<file path="src/dac_settings.svh">
`ifndef DAC_SETTINGS_SVH
`define DAC_SETTINGS_SVH

// Channels in the bank, selected by paddr[11:8]
`define DAC_CHANNELS 4

// Bits per serial frame, also the APB data width
`define DAC_WORD_BITS 16

// Constant returned by the ID register
`define DAC_ID 16'h0DAC

// Register offsets inside one channel's 256-byte window
`define DAC_REG_DATA 8'h00
`define DAC_REG_ID 8'h09
`define DAC_REG_BUSY 8'h0A
`define DAC_REG_CODE 8'h0C

`endif

</file>
<file path="src/dac_pkg.sv">
`default_nettype none
`include "dac_settings.svh"

package dac_pkg;

  // APB request from the master
  typedef struct packed {
    logic                      psel;
    logic                      penable;
    logic                      pwrite;
    logic [11:0]               paddr;
    logic [`DAC_WORD_BITS-1:0] pwdata;
  } apb_req_t;

  // APB response back to the master
  typedef struct packed {
    logic [`DAC_WORD_BITS-1:0] prdata;
    logic                      pready;
    logic                      pslverr;
  } apb_rsp_t;

  // Pins of one converter, sync and load are active low
  typedef struct packed {
    logic nsync;
    logic nldac;
    logic din;
  } dac_pins_t;

  // Command nibble on top, conversion value below
  typedef struct packed {
    logic [3:0]                cmd;
    logic [`DAC_WORD_BITS-5:0] value;
  } dac_word_fields_t;

  typedef union packed {
    logic [`DAC_WORD_BITS-1:0] raw;
    dac_word_fields_t          fields;
  } dac_word_u;

  // One-cycle start with the word to send
  typedef struct packed {
    logic      start;
    dac_word_u word;
  } dac_start_t;

endpackage

`default_nettype wire

</file>
<file path="src/apb_dac_regs.sv">
`timescale 1ns/1ns
`default_nettype none
`include "dac_settings.svh"

module apb_dac_regs import dac_pkg::*; (
  input  logic                              sclk,
  input  logic                              reset,
  input  apb_req_t                          apb_req,
  output apb_rsp_t                          apb_rsp,
  output dac_start_t [`DAC_CHANNELS-1:0]    start,
  input  logic [`DAC_CHANNELS-1:0]          busy,
  input  dac_word_u [`DAC_CHANNELS-1:0]     last_word
);

  localparam int CHAN_BITS = (`DAC_CHANNELS > 1) ? $clog2(`DAC_CHANNELS) : 1;

  logic [3:0]                 chan;
  logic [7:0]                 offset;
  logic [CHAN_BITS-1:0]       chan_idx;
  logic                       chan_ok;
  logic                       is_data_wr;
  logic                       stall;
  logic                       pending;
  logic [`DAC_WORD_BITS-1:0]  rd_data;

  logic                       pready_q;
  logic                       pslverr_q;
  logic [`DAC_WORD_BITS-1:0]  prdata_q;
  logic [`DAC_CHANNELS-1:0]   start_pulse;
  dac_word_u                  wr_word;

  // Address split into channel window and register offset
  assign chan     = apb_req.paddr[11:8];
  assign offset   = apb_req.paddr[7:0];
  assign chan_idx = chan[CHAN_BITS-1:0];
  assign chan_ok  = (int'(chan) < `DAC_CHANNELS);

  assign is_data_wr = apb_req.pwrite && (offset == `DAC_REG_DATA) && chan_ok;

  // Only a data write to a channel still framing has to wait
  assign stall = is_data_wr && busy[chan_idx];

  // Transfer selected and not yet answered
  assign pending = apb_req.psel && !pready_q;

  always_comb begin
    rd_data = '0;
    if (chan_ok && !apb_req.pwrite) begin
      case (offset)
        `DAC_REG_DATA: rd_data = last_word[chan_idx].raw;
        `DAC_REG_ID:   rd_data = `DAC_ID;
        `DAC_REG_BUSY: rd_data = {{(`DAC_WORD_BITS-1){1'b0}}, busy[chan_idx]};
        // Value field only, command nibble reads as zero
        `DAC_REG_CODE: rd_data = {4'b0, last_word[chan_idx].fields.value};
        default:       rd_data = '0;
      endcase
    end
  end

  // Response is registered so pready shows up in the first access cycle
  always_ff @(posedge sclk) begin
    if (reset) begin
      pready_q    <= 1'b0;
      pslverr_q   <= 1'b0;
      prdata_q    <= '0;
      start_pulse <= '0;
    end else begin
      pready_q    <= 1'b0;
      pslverr_q   <= 1'b0;
      prdata_q    <= '0;
      start_pulse <= '0;
      if (pending && !stall) begin
        pready_q  <= 1'b1;
        pslverr_q <= !chan_ok;
        prdata_q  <= rd_data;
        // Start rides along with the completing access cycle
        if (is_data_wr) begin
          start_pulse[chan_idx] <= 1'b1;
        end
      end
    end
  end

  always_ff @(posedge sclk) begin
    if (pending && is_data_wr && !stall) begin
      wr_word.raw <= apb_req.pwdata;
    end
  end

  // All channels share the word, only the addressed one sees start
  always_comb begin
    for (int i = 0; i < `DAC_CHANNELS; i++) begin
      start[i].start = start_pulse[i];
      start[i].word  = wr_word;
    end
  end

  assign apb_rsp.prdata  = prdata_q;
  assign apb_rsp.pready  = pready_q;
  assign apb_rsp.pslverr = pslverr_q;

  // Busy comes back from the serializers, a start must never overlap it
  assert property (@(posedge sclk) disable iff (reset)
    (start_pulse & busy) == '0)
    else $error("start issued to a busy channel");

  // Longest stall is one frame plus the handshake
  assert property (@(posedge sclk) disable iff (reset)
    (apb_req.psel && apb_req.penable && !pready_q) |-> ##[1:20] pready_q)
    else $error("pready held low beyond one frame time");

endmodule

`default_nettype wire

</file>
<file path="src/dac_bank.sv">
`timescale 1ns/1ns
`default_nettype none
`include "dac_settings.svh"

module dac_bank import dac_pkg::*; (
  input  logic                            sclk,
  input  logic                            reset,
  input  apb_req_t                        apb_req,
  output apb_rsp_t                        apb_rsp,
  output dac_pins_t [`DAC_CHANNELS-1:0]   dac_pins
);

  // Per-channel links between register block and serializers
  dac_start_t [`DAC_CHANNELS-1:0] start;
  logic [`DAC_CHANNELS-1:0]       busy;
  dac_word_u [`DAC_CHANNELS-1:0]  last_word;

  apb_dac_regs u_regs (
    .sclk      (sclk),
    .reset     (reset),
    .apb_req   (apb_req),
    .apb_rsp   (apb_rsp),
    .start     (start),
    .busy      (busy),
    .last_word (last_word)
  );

  // Channels are independent, frames may overlap
  for (genvar ch = 0; ch < `DAC_CHANNELS; ch++) begin : g_chan
    dac_serializer u_ser (
      .sclk      (sclk),
      .reset     (reset),
      .cmd       (start[ch]),
      .busy      (busy[ch]),
      .last_word (last_word[ch]),
      .pins      (dac_pins[ch])
    );
  end

endmodule

`default_nettype wire

</file>
<file path="src/dac_serializer.sv">
`timescale 1ns/1ns
`default_nettype none
`include "dac_settings.svh"

module dac_serializer import dac_pkg::*; (
  input  logic       sclk,
  input  logic       reset,
  input  dac_start_t cmd,
  output logic       busy,
  output dac_word_u  last_word,
  output dac_pins_t  pins
);

  typedef enum logic [1:0] {
    IDLE,
    SHIFT,
    LATCH
  } state_t;

  state_t                     state;
  logic [3:0]                 bit_cnt;
  logic [`DAC_WORD_BITS-1:0]  shift_reg;
  logic                       nsync_q;
  logic                       nldac_q;

  // Control FSM, frame under nsync then one load strobe
  always_ff @(posedge sclk) begin
    if (reset) begin
      state   <= IDLE;
      bit_cnt <= '0;
      nsync_q <= 1'b1;
      nldac_q <= 1'b1;
    end else begin
      case (state)
        IDLE: begin
          nldac_q <= 1'b1;
          if (cmd.start) begin
            state   <= SHIFT;
            bit_cnt <= '0;
            nsync_q <= 1'b0;
          end
        end
        SHIFT: begin
          bit_cnt <= bit_cnt + 4'd1;
          // Last bit is on din, close the frame and strobe load
          if (bit_cnt == 4'(`DAC_WORD_BITS-1)) begin
            state   <= LATCH;
            nsync_q <= 1'b1;
            nldac_q <= 1'b0;
          end
        end
        LATCH: begin
          state   <= IDLE;
          nldac_q <= 1'b1;
        end
        default: state <= IDLE;
      endcase
    end
  end

  // Word capture and MSB-first shift path
  always_ff @(posedge sclk) begin
    if (reset) begin
      shift_reg <= '0;
      last_word <= '0;
    end else if (state == IDLE && cmd.start) begin
      shift_reg <= cmd.word.raw;
      last_word <= cmd.word;
    end else if (state == SHIFT) begin
      shift_reg <= {shift_reg[`DAC_WORD_BITS-2:0], 1'b0};
    end
  end

  // Busy covers the frame and the load strobe
  assign busy = (state != IDLE);

  assign pins.nsync = nsync_q;
  assign pins.nldac = nldac_q;
  assign pins.din   = shift_reg[`DAC_WORD_BITS-1];

  // One full word per frame
  assert property (@(posedge sclk) disable iff (reset)
    $fell(pins.nsync) |-> (!pins.nsync)[*`DAC_WORD_BITS] ##1 pins.nsync)
    else $error("nsync low for the wrong number of cycles");

  assert property (@(posedge sclk) disable iff (reset)
    $fell(pins.nldac) |-> pins.nsync)
    else $error("nldac fell inside a frame");

  // The register block has to hold off writes while framing
  assert property (@(posedge sclk) disable iff (reset)
    cmd.start |-> !busy)
    else $error("start received while busy");

endmodule

`default_nettype wire

</file>
<file path="config.mk">
export PLATFORM = sky130hd
export DESIGN_NAME = dac_bank
export DESIGN_NICKNAME = d
export VERILOG_FILES = /design/src/dac_pkg.sv /design/src/apb_dac_regs.sv /design/src/dac_bank.sv /design/src/dac_serializer.sv
export VERILOG_INCLUDE_DIRS = /design/src
export SDC_FILE = /design/constraint.sdc
export NUM_CORES = 1
export LEC_CHECK = 0
export BUFFER_PORTS_ARGS = -buffer_cell sky130_fd_sc_hd__buf_2
export CAP_MARGIN = 30
export CELL_PAD_IN_SITES_DETAIL_PLACEMENT = 1
export CELL_PAD_IN_SITES_GLOBAL_PLACEMENT = 2
export CORE_UTILIZATION = 30
export DETAILED_ROUTE_END_ITERATION = 7
export GPL_ROUTABILITY_DRIVEN = 0
export PLACE_DENSITY_LB_ADDON = 0.1
export SETUP_SLACK_MARGIN = 0.02
export SYNTH_ARGS = -nofsm -noshare
export SYNTH_HDL_FRONTEND = slang
export SYNTH_HIERARCHICAL = 1
export SYNTH_SLANG_ARGS = --single-unit
</file>
<file path="constraint.sdc">
create_clock -name sclk -period 7.6 [get_ports sclk]
set_input_delay 1.52 -clock sclk [delete_from_list [all_inputs] [get_ports sclk]]
set_output_delay 1.52 -clock sclk [all_outputs]
set_load 0.02 [all_outputs]
</file>
==> summary.txt <==
CTS H-tree lvls: 4
Die Y: 172 um
Net count, final: 966
Leak Pwr: 3.02 nW
final count of pins violating max slew: 0
Tcrit/Tclk final: 46.6%
Final setup viols: 0
drc violations: 0
critical path peak fanout: 21
hold wc startpoint: g_chan[2].u_ser/last_word[2]
Cell Area, Synth: 8630 um^2
Distinct cells, synth: 41
grt total ovfl: 0
drt total wl: 24600 um
drt wl/cell: 18.6 um
pwr dens: 224 nW/um^2
Clock Pin Slew Worst Setup and Hold Paths: 70 ps
Syn Area/Cell: 8.88 um^2
cell count after synthesis: 971
worst reg2reg path depth: 5
layout cells sized above 1: 15.0%
multi-input logic area: 3610 um^2
CTS root buffer: clkbuf_16
die area: 29400 um^2
DR iter-0 viols: 353
CTS max path bufs: 2
sequential element share of the synthesized area: 47.8%
HPWL Detailed: 14900 um
critical path class: primary input to flip-flop
post-synthesis register bit count: 198
DR pass1 iterations: 4
n_diodes: 0
CP endpoint kind: flip-flop
I/O Pins: 63
EDFF count, synth: 16
Hold Vio Cnt, Final: 0
required time of the critical path: 7720 ps
Peak VDD IR: 0.113 mV
clock sinks: 198
Max-cap violations: 0
DRT antenna net count: 0
vias per cell: 4.91
Clock Skew: 23.8 ps
GRT Resource Usage Total: 17.5%
min Tclk post-route: 3540 ps
Hold Path Depth: 2
Layout Utilization: 33.0%
Fillers: 3274
status: complete, no violations
Hold Path Class: flip-flop to flip-flop
# Post-CTS Setup Buffers: 0
Reg area: 4120 um^2
vias in the first global route: 6598
number of instances resized during post-cts repair: 0
Area Growth Syn to Fin: 7.28%
# port buffers: 61
yosys warns: 6
Fin Setup TNS: 0 ps
die width: 172 um
Worst-Margin Slew: 977 ps
Starting Density: 30.8%
worst path arrival time: 3660 ps
Post-Syn Nets: 1008
maximum number of pins on one net before global-route repair: 81
Worst setup SP type: primary input
main flop type after synthesis: dfxtp_1
relative slew slack: 34.8%
worst skew pair latency: 440 ps
Worst Setup SP: apb_req[24]
# hold bufs at CTS: 0
total CTS buffers: 17
CTS tree: done
routed via count: 6478
global-route wire length before repair: 38700 um
initial antenna violation count: 0
ys async rst share: 0%
Reg2Reg Launch Point: g_chan[0].u_ser/state[0]
RSZ-0062 raised after global routing: no
fmax: 0.282 GHz
Site Rows: 61
core area: 28000 um^2
worst max-delay path, stage by stage:
cell,delay [ps]
buf_2,570
mux4_2,650
or3_4,440
nor2_1,170
buf_4,280
Yosys cell counts (all sizes together) (12+ instances only):
| master | count | area [um^2] |
|---|---|---|
| nor3 | 12 | 60.1 |
| a21oi | 136 | 681 |
| a211oi | 57 | 428 |
| nand3 | 17 | 85.1 |
| edfxtp | 16 | 480 |
| clkbuf | 21 | 78.8 |
| nor3b | 13 | 118 |
| dfxtp | 182 | 3640 |
| nand2 | 218 | 818 |
| nor2 | 77 | 289 |
| mux4 | 17 | 383 |
| buf | 113 | 826 |
cells in the final DEF, fill, tap and decap left out, types with 9 or more instances in the layout:
cell type,instances
nand3_1,17
dfxtp_1,182
nor2_1,77
buf_4,12
clkbuf_16,17
buf_2,60
nand2_1,218
nor3_1,12
mux4_2,17
a21oi_1,136
a211oi_1,57
a31oi_1,11
edfxtp_1,16
nor3b_1,9
worst paths after layout:
check,end,slack [ps]
setup / recovery,u_regs/wr_word[14],4060
hold / removal,g_chan[2].u_ser/last_word[2],450
setup reg to reg,u_regs/wr_word[14],5000
hold reg to reg,g_chan[2].u_ser/last_word[2],450
cells by family after synthesis:
group | Yosys count | share of synthesized area, %
adder cells (fa/ha/maj) | 4 | 0.580
AND/OR/NAND/NOR | 381 | 19.6
AO/OA/AOI/OAI | 229 | 16.4
XOR/XNOR | 1 | 0.102
buffers and inverters | 137 | 10.6
multiplexers | 21 | 4.90
flip-flops | 198 | 47.8
metrics by stage:
stage                     std cells  cell area (um^2)  total power (W)  hold WS [ps]  setup slack, ps
after global placement         1287              8610          0.00112           440             3570
after global routing           1320              9250          0.00215           476             3940
after CTS                      1319              9230          0.00210           456             4010
final                          1320              9250          0.00207           453             4060
after floorplan                 971              8630          0.00110           433             3960
after detailed placement       1287              8610          0.00112           446             3560
power breakdown:
part,switching [W],leakage (nW),internal [W]
Clock,0.000439,0.308,0.000538
Combinational,0.0000306,1.11,0.0000138
Sequential,0.000000366,1.61,0.00105
layer usage:
layer / wire [um] / vias up / GRT usage, %
li1: - / 3193 / -
met1: 12500 / 3186 / 24.9
met2: 11000 / 87 / 27.8
met3: 878 / 12 / 2.65
met4: 133 / 0 / 3.84
met5: 0 / - / 0
area by class of cell:
type,instances,area share (%)
inverters,3,0.122
clock buffers,18,4.75
repair buffers,73,4.43
multi-input cells,636,39.0
clock inverters,14,2.00
flip-flops and latches,198,44.6
well taps,378,5.11
Note: power is estimated with default switching activity, not from simulation.
